<file path="config.mk">
export PLATFORM = sky130hd
export DESIGN_NAME = issue_core
export DESIGN_NICKNAME = d
export VERILOG_FILES = /design/src/issue_pkg.sv /design/src/instr_decoder.sv /design/src/register_file.sv /design/src/alu_pipe.sv /design/src/issue_core.sv
export SDC_FILE = /design/constraint.sdc
export NUM_CORES = 2
export LEC_CHECK = 0
export BUFFER_PORTS_ARGS = -buffer_cell sky130_fd_sc_hd__buf_2
export CORE_MARGIN = 10
export CORE_UTILIZATION = 30
export CTS_CLUSTER_SIZE = 24
export DETAILED_ROUTE_END_ITERATION = 16
export PLACE_DENSITY = 0.45
export SYNTH_ARGS = -nofsm -noshare
export SYNTH_HDL_FRONTEND = slang
export SYNTH_SLANG_ARGS = --single-unit
</file>
<file path="constraint.sdc">
create_clock -name clk_i -period 8.58 [get_ports clk_i]
set_input_delay 2.574 -clock clk_i [delete_from_list [all_inputs] [get_ports clk_i]]
set_output_delay 2.574 -clock clk_i [all_outputs]
set_load 0.01 [all_outputs]
</file>
<file path="src/issue_pkg.sv">
package issue_pkg;

    // --------------------------------------------------
    // Widths and sizes
    // --------------------------------------------------
    localparam int XLEN       = 32;
    localparam int REG_ADDR_W = 5;
    localparam int NUM_REGS   = 32;

    // Issue to write-back, in clock cycles
    localparam int EX_LATENCY = 2;

    // Up to three outstanding writes per register
    localparam int PEND_W     = 2;

    // --------------------------------------------------
    // ALU operations
    // --------------------------------------------------
    typedef enum logic [3:0] {
        ALU_ADD,
        ALU_SUB,
        ALU_AND,
        ALU_OR,
        ALU_XOR,
        ALU_SLT,
        ALU_SLL,
        ALU_SRL,
        ALU_NOP
    } alu_op_t;

    // Major opcodes
    localparam logic [6:0] OPC_OP     = 7'b0110011;
    localparam logic [6:0] OPC_OP_IMM = 7'b0010011;

    // funct3 codes
    localparam logic [2:0] F3_ADD_SUB = 3'b000;
    localparam logic [2:0] F3_SLL     = 3'b001;
    localparam logic [2:0] F3_SLT     = 3'b010;
    localparam logic [2:0] F3_XOR     = 3'b100;
    localparam logic [2:0] F3_SRL     = 3'b101;
    localparam logic [2:0] F3_OR      = 3'b110;
    localparam logic [2:0] F3_AND     = 3'b111;

    // funct7 codes, base and SUB/alternate shift
    localparam logic [6:0] F7_BASE    = 7'b0000000;
    localparam logic [6:0] F7_ALT     = 7'b0100000;

endpackage

</file>
<file path="src/instr_decoder.sv">
module instr_decoder import issue_pkg::*; (
    input  logic                  clk_i,
    input  logic                  rst_i,
    input  logic                  instr_valid_i,
    input  logic [XLEN-1:0]       instr_i,
    input  logic                  regfile_stall_i,
    output logic                  stall_o,
    output logic                  issue_o,
    output logic                  read_rs1_o,
    output logic                  read_rs2_o,
    output logic                  write_rd_o,
    output logic [REG_ADDR_W-1:0] rs1_o,
    output logic [REG_ADDR_W-1:0] rs2_o,
    output logic [REG_ADDR_W-1:0] rd_o,
    output logic [XLEN-1:0]       imm_o,
    output logic                  use_imm_o,
    output alu_op_t               alu_op_o
);

    logic            slot_valid_q;
    logic [XLEN-1:0] slot_instr_q;
    logic            load;
    logic [6:0]      opcode;
    logic [2:0]      funct3;
    logic [6:0]      funct7;

    // --------------------------------------------------
    // Slot handshake
    // --------------------------------------------------
    assign issue_o = slot_valid_q && !regfile_stall_i;
    // Full and held back by the register file
    assign stall_o = slot_valid_q && !issue_o;
    assign load    = instr_valid_i && !stall_o;

    always_ff @(posedge clk_i) begin
        if (!rst_i) begin
            slot_valid_q <= 1'b0;
        end else if (load) begin
            slot_valid_q <= 1'b1;
        end else if (issue_o) begin
            slot_valid_q <= 1'b0;
        end
    end

    // Held instruction word
    always_ff @(posedge clk_i) begin
        if (load) begin
            slot_instr_q <= instr_i;
        end
    end

    // --------------------------------------------------
    // Field split
    // --------------------------------------------------
    assign opcode = slot_instr_q[6:0];
    assign funct3 = slot_instr_q[14:12];
    assign funct7 = slot_instr_q[31:25];
    assign rd_o   = slot_instr_q[11:7];
    assign rs1_o  = slot_instr_q[19:15];
    assign rs2_o  = slot_instr_q[24:20];
    // Sign-extended I-type immediate
    assign imm_o  = {{(XLEN-12){slot_instr_q[31]}}, slot_instr_q[31:20]};

    always_comb begin
        read_rs1_o = 1'b0;
        read_rs2_o = 1'b0;
        write_rd_o = 1'b0;
        use_imm_o  = 1'b0;
        alu_op_o   = ALU_NOP;
        if (slot_valid_q && opcode == OPC_OP) begin
            if (funct7 == F7_BASE) begin
                case (funct3)
                    F3_ADD_SUB: alu_op_o = ALU_ADD;
                    F3_SLL:     alu_op_o = ALU_SLL;
                    F3_SLT:     alu_op_o = ALU_SLT;
                    F3_XOR:     alu_op_o = ALU_XOR;
                    F3_SRL:     alu_op_o = ALU_SRL;
                    F3_OR:      alu_op_o = ALU_OR;
                    F3_AND:     alu_op_o = ALU_AND;
                    default:    alu_op_o = ALU_NOP;
                endcase
            end else if (funct7 == F7_ALT && funct3 == F3_ADD_SUB) begin
                alu_op_o = ALU_SUB;
            end
            // SRA and others stay NOP
            read_rs1_o = (alu_op_o != ALU_NOP);
            read_rs2_o = (alu_op_o != ALU_NOP);
            write_rd_o = (alu_op_o != ALU_NOP);
        end else if (slot_valid_q && opcode == OPC_OP_IMM) begin
            case (funct3)
                F3_ADD_SUB: alu_op_o = ALU_ADD;
                F3_AND:     alu_op_o = ALU_AND;
                F3_OR:      alu_op_o = ALU_OR;
                F3_XOR:     alu_op_o = ALU_XOR;
                default:    alu_op_o = ALU_NOP;
            endcase
            read_rs1_o = (alu_op_o != ALU_NOP);
            write_rd_o = (alu_op_o != ALU_NOP);
            use_imm_o  = (alu_op_o != ALU_NOP);
        end
    end

    // Held word survives every stalled edge
    a_hold_on_stall : assert property (@(posedge clk_i) disable iff (!rst_i)
        stall_o |=> $stable(slot_instr_q) && slot_valid_q);

endmodule

</file>
<file path="src/register_file.sv">
module register_file import issue_pkg::*; (
    input  logic                  clk_i,
    input  logic                  rst_i,
    input  logic                  issue_i,
    input  logic                  read_rs1_i,
    input  logic                  read_rs2_i,
    input  logic                  write_rd_i,
    input  logic [REG_ADDR_W-1:0] rs1_i,
    input  logic [REG_ADDR_W-1:0] rs2_i,
    input  logic [REG_ADDR_W-1:0] rd_i,
    input  logic                  wb_valid_i,
    input  logic [REG_ADDR_W-1:0] wb_rd_i,
    input  logic [XLEN-1:0]       wb_data_i,
    output logic [XLEN-1:0]       rs1_data_o,
    output logic [XLEN-1:0]       rs2_data_o,
    output logic                  stall_o
);

    logic [XLEN-1:0]   regs_q [NUM_REGS];
    logic [PEND_W-1:0] pend_q [NUM_REGS];

    logic rs1_ready;
    logic rs2_ready;
    logic inc_en;
    logic dec_en;

    // --------------------------------------------------
    // Operand readiness
    // --------------------------------------------------
    // No write outstanding on the source
    assign rs1_ready = (pend_q[rs1_i] == '0);
    assign rs2_ready = (pend_q[rs2_i] == '0);

    // Data only for a flagged and ready source
    assign rs1_data_o = (read_rs1_i && rs1_ready) ? regs_q[rs1_i] : '0;
    assign rs2_data_o = (read_rs2_i && rs2_ready) ? regs_q[rs2_i] : '0;

    assign stall_o = (read_rs1_i && !rs1_ready) || (read_rs2_i && !rs2_ready);

    // --------------------------------------------------
    // Pending counters and write-back
    // --------------------------------------------------
    // x0 never counts
    assign inc_en = issue_i && write_rd_i && (rd_i != '0);
    assign dec_en = wb_valid_i && (wb_rd_i != '0);

    always_ff @(posedge clk_i) begin
        if (!rst_i) begin
            for (int i = 0; i < NUM_REGS; i++) begin
                pend_q[i] <= '0;
            end
        end else begin
            for (int i = 0; i < NUM_REGS; i++) begin
                // Issue and write-back on the same register cancel
                case ({inc_en && rd_i == REG_ADDR_W'(i), dec_en && wb_rd_i == REG_ADDR_W'(i)})
                    2'b10:   pend_q[i] <= pend_q[i] + 1'b1;
                    2'b01:   pend_q[i] <= pend_q[i] - 1'b1;
                    default: pend_q[i] <= pend_q[i];
                endcase
            end
        end
    end

    // Registers cleared on reset, x0 pinned
    always_ff @(posedge clk_i) begin
        if (!rst_i) begin
            for (int i = 0; i < NUM_REGS; i++) begin
                regs_q[i] <= '0;
            end
        end else if (dec_en) begin
            regs_q[wb_rd_i] <= wb_data_i;
        end
    end

    // --------------------------------------------------
    // Checks
    // --------------------------------------------------
    // Every write-back matches an earlier issue
    a_wb_has_pending : assert property (@(posedge clk_i) disable iff (!rst_i)
        dec_en |-> pend_q[wb_rd_i] != '0);

    // Saturated counter only bumped when a write-back retires in the same edge
    a_no_overflow : assert property (@(posedge clk_i) disable iff (!rst_i)
        inc_en |-> (pend_q[rd_i] != '1) || (dec_en && wb_rd_i == rd_i));

endmodule

</file>
<file path="src/alu_pipe.sv">
module alu_pipe import issue_pkg::*; (
    input  logic                  clk_i,
    input  logic                  rst_i,
    input  logic                  valid_i,
    input  alu_op_t               alu_op_i,
    input  logic [XLEN-1:0]       rs1_data_i,
    input  logic [XLEN-1:0]       rs2_data_i,
    input  logic [XLEN-1:0]       imm_i,
    input  logic                  use_imm_i,
    input  logic [REG_ADDR_W-1:0] rd_i,
    output logic                  wb_valid_o,
    output logic [REG_ADDR_W-1:0] wb_rd_o,
    output logic [XLEN-1:0]       wb_data_o
);

    // Stage 1 state
    logic                  s1_valid_q;
    alu_op_t               s1_op_q;
    logic [XLEN-1:0]       s1_a_q;
    logic [XLEN-1:0]       s1_b_q;
    logic [REG_ADDR_W-1:0] s1_rd_q;

    logic [XLEN-1:0]       result;

    // --------------------------------------------------
    // Stage 1 operand select
    // --------------------------------------------------
    always_ff @(posedge clk_i) begin
        if (!rst_i) begin
            s1_valid_q <= 1'b0;
        end else begin
            s1_valid_q <= valid_i;
        end
    end

    always_ff @(posedge clk_i) begin
        s1_op_q <= alu_op_i;
        s1_a_q  <= rs1_data_i;
        // Immediate replaces rs2 for I-type
        s1_b_q  <= use_imm_i ? imm_i : rs2_data_i;
        s1_rd_q <= rd_i;
    end

    // --------------------------------------------------
    // Stage 2 compute and write-back
    // --------------------------------------------------
    always_comb begin
        case (s1_op_q)
            ALU_ADD: result = s1_a_q + s1_b_q;
            ALU_SUB: result = s1_a_q - s1_b_q;
            ALU_AND: result = s1_a_q & s1_b_q;
            ALU_OR:  result = s1_a_q | s1_b_q;
            ALU_XOR: result = s1_a_q ^ s1_b_q;
            ALU_SLT: result = {{(XLEN-1){1'b0}}, $signed(s1_a_q) < $signed(s1_b_q)};
            // Shift amount from the low five bits
            ALU_SLL: result = s1_a_q << s1_b_q[4:0];
            ALU_SRL: result = s1_a_q >> s1_b_q[4:0];
            default: result = '0;
        endcase
    end

    always_ff @(posedge clk_i) begin
        if (!rst_i) begin
            wb_valid_o <= 1'b0;
        end else begin
            // NOP and x0 targets retire silently
            wb_valid_o <= s1_valid_q && (s1_op_q != ALU_NOP) && (s1_rd_q != '0);
        end
    end

    always_ff @(posedge clk_i) begin
        wb_rd_o   <= s1_rd_q;
        wb_data_o <= result;
    end

    a_wb_rd_nonzero : assert property (@(posedge clk_i) disable iff (!rst_i)
        wb_valid_o |-> wb_rd_o != '0);

endmodule

</file>
<file path="src/issue_core.sv">
module issue_core import issue_pkg::*; (
    input  logic                  clk_i,
    input  logic                  rst_i,
    input  logic                  instr_valid_i,
    input  logic [XLEN-1:0]       instr_i,
    output logic                  stall_o,
    output logic                  wb_valid_o,
    output logic [REG_ADDR_W-1:0] wb_rd_o,
    output logic [XLEN-1:0]       wb_data_o
);

    // Decoder to register file and ALU
    logic                  issue;
    logic                  read_rs1;
    logic                  read_rs2;
    logic                  write_rd;
    logic [REG_ADDR_W-1:0] rs1;
    logic [REG_ADDR_W-1:0] rs2;
    logic [REG_ADDR_W-1:0] rd;
    logic [XLEN-1:0]       imm;
    logic                  use_imm;
    alu_op_t               alu_op;

    // Register file outputs
    logic                  regfile_stall;
    logic [XLEN-1:0]       rs1_data;
    logic [XLEN-1:0]       rs2_data;

    // --------------------------------------------------
    // Issue slot
    // --------------------------------------------------
    instr_decoder u_instr_decoder (
        .clk_i           (clk_i),
        .rst_i           (rst_i),
        .instr_valid_i   (instr_valid_i),
        .instr_i         (instr_i),
        .regfile_stall_i (regfile_stall),
        .stall_o         (stall_o),
        .issue_o         (issue),
        .read_rs1_o      (read_rs1),
        .read_rs2_o      (read_rs2),
        .write_rd_o      (write_rd),
        .rs1_o           (rs1),
        .rs2_o           (rs2),
        .rd_o            (rd),
        .imm_o           (imm),
        .use_imm_o       (use_imm),
        .alu_op_o        (alu_op)
    );

    // Scoreboarded registers, write-back fed from the ALU
    register_file u_register_file (
        .clk_i      (clk_i),
        .rst_i      (rst_i),
        .issue_i    (issue),
        .read_rs1_i (read_rs1),
        .read_rs2_i (read_rs2),
        .write_rd_i (write_rd),
        .rs1_i      (rs1),
        .rs2_i      (rs2),
        .rd_i       (rd),
        .wb_valid_i (wb_valid_o),
        .wb_rd_i    (wb_rd_o),
        .wb_data_i  (wb_data_o),
        .rs1_data_o (rs1_data),
        .rs2_data_o (rs2_data),
        .stall_o    (regfile_stall)
    );

    // --------------------------------------------------
    // Execute
    // --------------------------------------------------
    alu_pipe u_alu_pipe (
        .clk_i      (clk_i),
        .rst_i      (rst_i),
        .valid_i    (issue),
        .alu_op_i   (alu_op),
        .rs1_data_i (rs1_data),
        .rs2_data_i (rs2_data),
        .imm_i      (imm),
        .use_imm_i  (use_imm),
        .rd_i       (rd),
        .wb_valid_o (wb_valid_o),
        .wb_rd_o    (wb_rd_o),
        .wb_data_o  (wb_data_o)
    );

endmodule

</file>
# After elaboration in Yosys (flattened, before gate mapping)
# Memories as Yosys holds them, arrays and structs flattened. A register that Yosys moved wholly into a read port is not among the register bits.
# Index checks and enable logic that the tools add are counted.
dict set report word_totals {
  elab_cells 866
  mem_bits_rw 1088
  ff_bits 113
  mem_count 2
}
dict set report op_classes {
  bitwise_logic 99
  n_reduce_logical 130
  n_mux 412
  n_addsub 66
  n_eq_ne 145
  n_shift 2
  order_cmp 1
}
# memory words word_bits rd rd_clocked_by_memory_dff wr line_no
set memory_table {}
lappend memory_table {u_register_file.regs_q 32 32 2 2 32 register_file.sv:19} ;# logic [XLEN-1:0] regs_q [NUM_REGS];
lappend memory_table {u_register_file.pend_q 32 2 34 2 32 register_file.sv:20} ;# logic [PEND_W-1:0] pend_q [NUM_REGS];
# operator count
set ops {}
lappend ops {{$mux 1} 299}
lappend ops {{$pmux 32 s8} 1}
lappend ops {{$mux 2} 96}
lappend ops {{$eq 5x5->1 const B} 32}
lappend ops {{$mux 32} 3}
lappend ops {{$or 1x1->1} 96}
lappend ops {{$eq 5x4->1 const B} 16}
lappend ops {{$logic_and 1x1->1} 79}
lappend ops {{$add 2x1->2 const B} 32}
lappend ops {{$eq 2x1->1 const B} 32}
lappend ops {{$eq 2x2->1 const B} 32}
lappend ops {{$reduce_or 2->1} 32}
lappend ops {{$sub 2x1->2 const B} 32}
lappend ops {{$eq 5x3->1 const B} 8}
lappend ops {{$add 32x32->32} 1}
lappend ops {{$and 32x32->32} 1}
lappend ops {{$lt 32x32->1} 1}
lappend ops {{$or 32x32->32} 1}
lappend ops {{$reduce_or 32->1} 1}
lappend ops {{$shl 32x5->32} 1}
lappend ops {{$shr 32x5->32} 1}
lappend ops {{$sub 32x32->32} 1}
lappend ops {{$xor 32x32->32} 1}
lappend ops {{$mux 4} 7}
lappend ops {{other kinds (23)} 49}

# Depth between registers and ports, before layout
dict set report logic_depth {
  depth_word 21
  mapped_depth 16
  mapped_depth_nobuf 14
}

# By module
# Synthesis repeated with hierarchy kept, for this count alone.
dict set report hier_totals {
  cells_unflattened 5491
  area_unflattened_um2 72827.3
}
# module seq_area_each_um2 cells_each area_per_inst_um2 instances
set by_module_without_submodules {}
lappend by_module_without_submodules {register_file 32671.3 3969 59916.2 1}
lappend by_module_without_submodules {alu_pipe 2242.2 1399 11290.8 1}
lappend by_module_without_submodules {instr_decoder 980.9 123 1620.3 1}

# Worst setup path after synthesis
# Ideal clock, no wire load.
dict set report synth_timing {
  path_type {input-to-reg}
  from {input rst_i}
  to {memory u_register_file.regs_q[2][0] (enable)}
  cell_stages 4
  n_path_buf 3
  required_ns 7.922
  arrival_ns 4.309
  setup_time_ns 0.658
  setup_slack_ns 3.613
  path_cell_list {clkbuf_1 -> clkbuf_1 -> clkbuf_1 -> o21ai_0}
}
# item line_no
set synth_lines {}
lappend synth_lines {{start, declared} issue_core.sv:3} ;# input logic rst_i,
lappend synth_lines {{end, declared} register_file.sv:19}

==> impl_metrics.tcl <==
set metrics [dict create \
    maximum_number_of_pins_on_one_net_before_global_route_repair 116 \
    wl_per_cell_um 34.1 \
    drv_cap 0 \
    max_slew_violations 0 \
    place.gp.congestion 0.949 \
    fin_tns_setup_ns 0 \
    avg_synthesized_cell_area_um2 13.3 \
    hold_ws_ns 0.350 \
    hpwlAfterDp_mm 177 \
    max_slew.worst_pin.slew_ns 1.28 \
    synth_seq_area_share 0.503 \
    min-delay-path-class "register to register" \
    final.period_utilization 0.722 \
    pwr_density_cell_mw_per_mm2 183 \
    multi_input_area_mm2 0.0336 \
    std_cell_rows 179 \
    dieWidth_um 509 \
    critical_path.endpoint_type "primary output" \
    cts_setup_buffers 0 \
    route.vias.total 48900 \
    layout_common_cells "sky130_fd_sc_hd__edfxtp_1, sky130_fd_sc_hd__and2_1, sky130_fd_sc_hd__mux4_2, sky130_fd_sc_hd__nor2_1, sky130_fd_sc_hd__nand2_1" \
    dp_worst_setup_slack_ns 2.97 \
    core_area_mm2 0.238 \
    dominantRegCellSynth "sky130_fd_sc_hd__edfxtp_1" \
    drt_first_iter_violations 6177 \
    synth-warning-count 0 \
    drtAntennaViolNets 0 \
    final_global_route_overflow_total 0 \
    cp.required_ns 6.01 \
    crit_type "register to primary output" \
    startpoint_class "register" \
    number_of_synthesized_flops_with_an_enable_pin 1120 \
    timing.fmax_ghz 0.161 \
    worst_clock_skew_ns 0.0276 \
    drive_above_1_share 0.232 \
    worstSetupEndpoint "stall_o" \
    drt-pass1-iter-count 6 \
    drt-vias-per-instance 5.70 \
    min_period_ns 6.20 \
    ff2ff_setup_slack_ns 3.18 \
    wirelength_mm 293 \
    synth.ff_latch_count 1243 \
    syn_area_mm2 0.0717 \
    unrepaired_setup_endpoints_after_global_routing "no" \
    number_of_antenna_violations_at_the_first_check_in_global_routing 37 \
    worst_r2r_path_depth 11 \
    boundaryPins 74 \
    final-seq-area_mm2 0.0361 \
    cts_buffers 146 \
    path_max_fanout 7 \
    worst_skew_pair.late_latency_ns 0.83 \
    final_common_cell "sky130_fd_sc_hd__edfxtp_1" \
    run_status "completed" \
    cts_htree_levels 4 \
    synth-async-reset-ratio 0 \
    fp.dieH_um 509 \
    worst_ir_drop_vdd_v 0.000217 \
    p_leak_nw 28.8 \
    report.final.setup_viol 0 \
    post-route-drc-count 0 \
    r2r-end "u_register_file.pend_q[8][0]" \
    max-slew-margin-rel 0.141 \
    syn-instance-count 5390 \
    areaGrowthSynthToFinish_pct 12.3 \
    cp_data_arrival_time_ns 3.62 \
    number_of_global_route_vias_before_repair 48700 \
    nFillCells 23200 \
    die_area_mm2 0.259 \
    report.final.hold_viol_count 0 \
    cts.repair.resized 0 \
    clk_pin_slew_worst_paths_ns 0.06 \
    post-route-worst-setup-slack_ns 2.38 \
    clockBufferDepth 3 \
    synth_cell_type_count 87 \
    cts_root_buffer "sky130_fd_sc_hd__clkbuf_16" \
    post_cts_hold_buffer_count 0 \
    r2r-start "u_instr_decoder.slot_instr_q[3]" \
    tritoncts_sinks 1243 \
    placement.io_buffers 73 \
    initial_utilization 0.301 \
    nets 5493 \
    tritoncts "done" \
    first_pass_grt_wire_length_mm 403 \
    grtUsageTotal 0.222 \
]
critical path: stages (launching register included):
cell and delay, ns:
sky130_fd_sc_hd__dfxtp_1 0.73, sky130_fd_sc_hd__mux4_2 0.65, sky130_fd_sc_hd__mux4_2 0.49, sky130_fd_sc_hd__mux2i_1 0.27, sky130_fd_sc_hd__o21ai_0 0.18, sky130_fd_sc_hd__nand2_1 0.25
sky130_fd_sc_hd__buf_2 0.24
logic make-up (layout without fill, tap and decap cells):
family | after synthesis | in the layout | share of synthesized area
AND/OR/NAND/NOR | 1884 | 1884 | 0.142
flip-flops | 1243 | 1243 | 0.503
multiplexers | 837 | 837 | 0.235
buffers and inverters | 625 | 615 | 0.0337
AO/OA/AOI/OAI | 593 | 593 | 0.0521
adder cells (fa/ha/maj) | 161 | 161 | 0.0283
XOR/XNOR | 46 | 46 | 0.00562
other | 1 | 41 | 0.0000523
routing by layer:
| metal | share of wire | track usage | vias up |
|---|---|---|---|
| met4 | 0.041 | 0.0820 | 4 |
| met3 | 0.077 | 0.0354 | 487 |
| met1 | 0.42 | 0.306 | 25800 |
| li1 | - | - | 20300 |
| met5 | 0.00012 | 0 | - |
| met2 | 0.46 | 0.352 | 2366 |
Yosys cell counts (123+ instances only):
master	n	share of area
sky130_fd_sc_hd__mux2i_1	136	0.019
sky130_fd_sc_hd__a21oi_1	145	0.010
sky130_fd_sc_hd__inv_1	127	0.0066
sky130_fd_sc_hd__nor2_1	376	0.020
sky130_fd_sc_hd__edfxtp_1	1120	0.47
sky130_fd_sc_hd__dfxtp_1	123	0.034
sky130_fd_sc_hd__o21ai_0	193	0.013
sky130_fd_sc_hd__ha_1	159	0.028
sky130_fd_sc_hd__mux4_2	675	0.21
sky130_fd_sc_hd__clkbuf_1	376	0.020
sky130_fd_sc_hd__nand2_1	254	0.013
sky130_fd_sc_hd__and2_1	844	0.074
sky130_fd_sc_hd__and3_1	172	0.015
metrics by stage:
stage           util  instance area [um^2]  std cells  power [mW]
4_1_cts        0.338                 80500       8578        14.8
5_1_grt        0.339                 80500       8582        15.1
2_1_floorplan      -                 71800       5421        7.95
3_5_place_dp   0.319                 75800       8316        8.56
6_report       0.339                 80500       8587        14.7
3_3_place_gp   0.319                 75800       8316        8.55
cell type report:
cell class	count	area share
well taps	3167	0.0492
diodes	9	0.000280
clock buffers	194	0.0511
flip-flops and latches	1243	0.449
repair buffers	222	0.0198
clock inverters	68	0.00746
inverters	131	0.00614
multi-input cells	3553	0.418
registers in the layout (all words and copies together), names as in the netlist, named ones only:
| signal | count |
|---|---|
| u_register_file.regs_q | 1024 |
| u_register_file.pend_q | 64 |
| u_alu_pipe.s1_a_q | 32 |
| u_alu_pipe.s1_b_q | 32 |
| u_alu_pipe.wb_data_o | 32 |
| u_instr_decoder.slot_instr_q | 32 |
| u_alu_pipe.s1_rd_q | 5 |
| u_alu_pipe.wb_rd_o | 5 |
| u_alu_pipe.s1_op_q | 4 |
| u_alu_pipe.s1_valid_q | 1 |
| u_alu_pipe.wb_valid_o | 1 |
| u_instr_decoder.slot_valid_q | 1 |
report_power, final:
part	internal [mW]	switching, mW	total, mW	leakage, nW
clock network	3.59	2.70	6.28	2.31
logic	0.636	0.836	1.47	14.0
registers	6.80	0.161	6.96	12.5
worst min-delay path by stage:
stage,startpoint,endpoint,slack (ns),cells past startpoint
after floorplan,u_alu_pipe.s1_rd_q[2],u_alu_pipe.wb_rd_o[2],0.33,0
after global placement,u_alu_pipe.s1_rd_q[2],u_alu_pipe.wb_rd_o[2],0.33,0
after detailed placement,u_alu_pipe.s1_rd_q[2],u_alu_pipe.wb_rd_o[2],0.34,0
after CTS,u_alu_pipe.s1_rd_q[2],u_alu_pipe.wb_rd_o[2],0.35,0
after global routing,u_alu_pipe.s1_rd_q[1],u_alu_pipe.wb_rd_o[1],0.35,0
final,u_alu_pipe.s1_rd_q[2],u_alu_pipe.wb_rd_o[2],0.35,0
No activity file was read; power rests on OpenSTA's default activity.
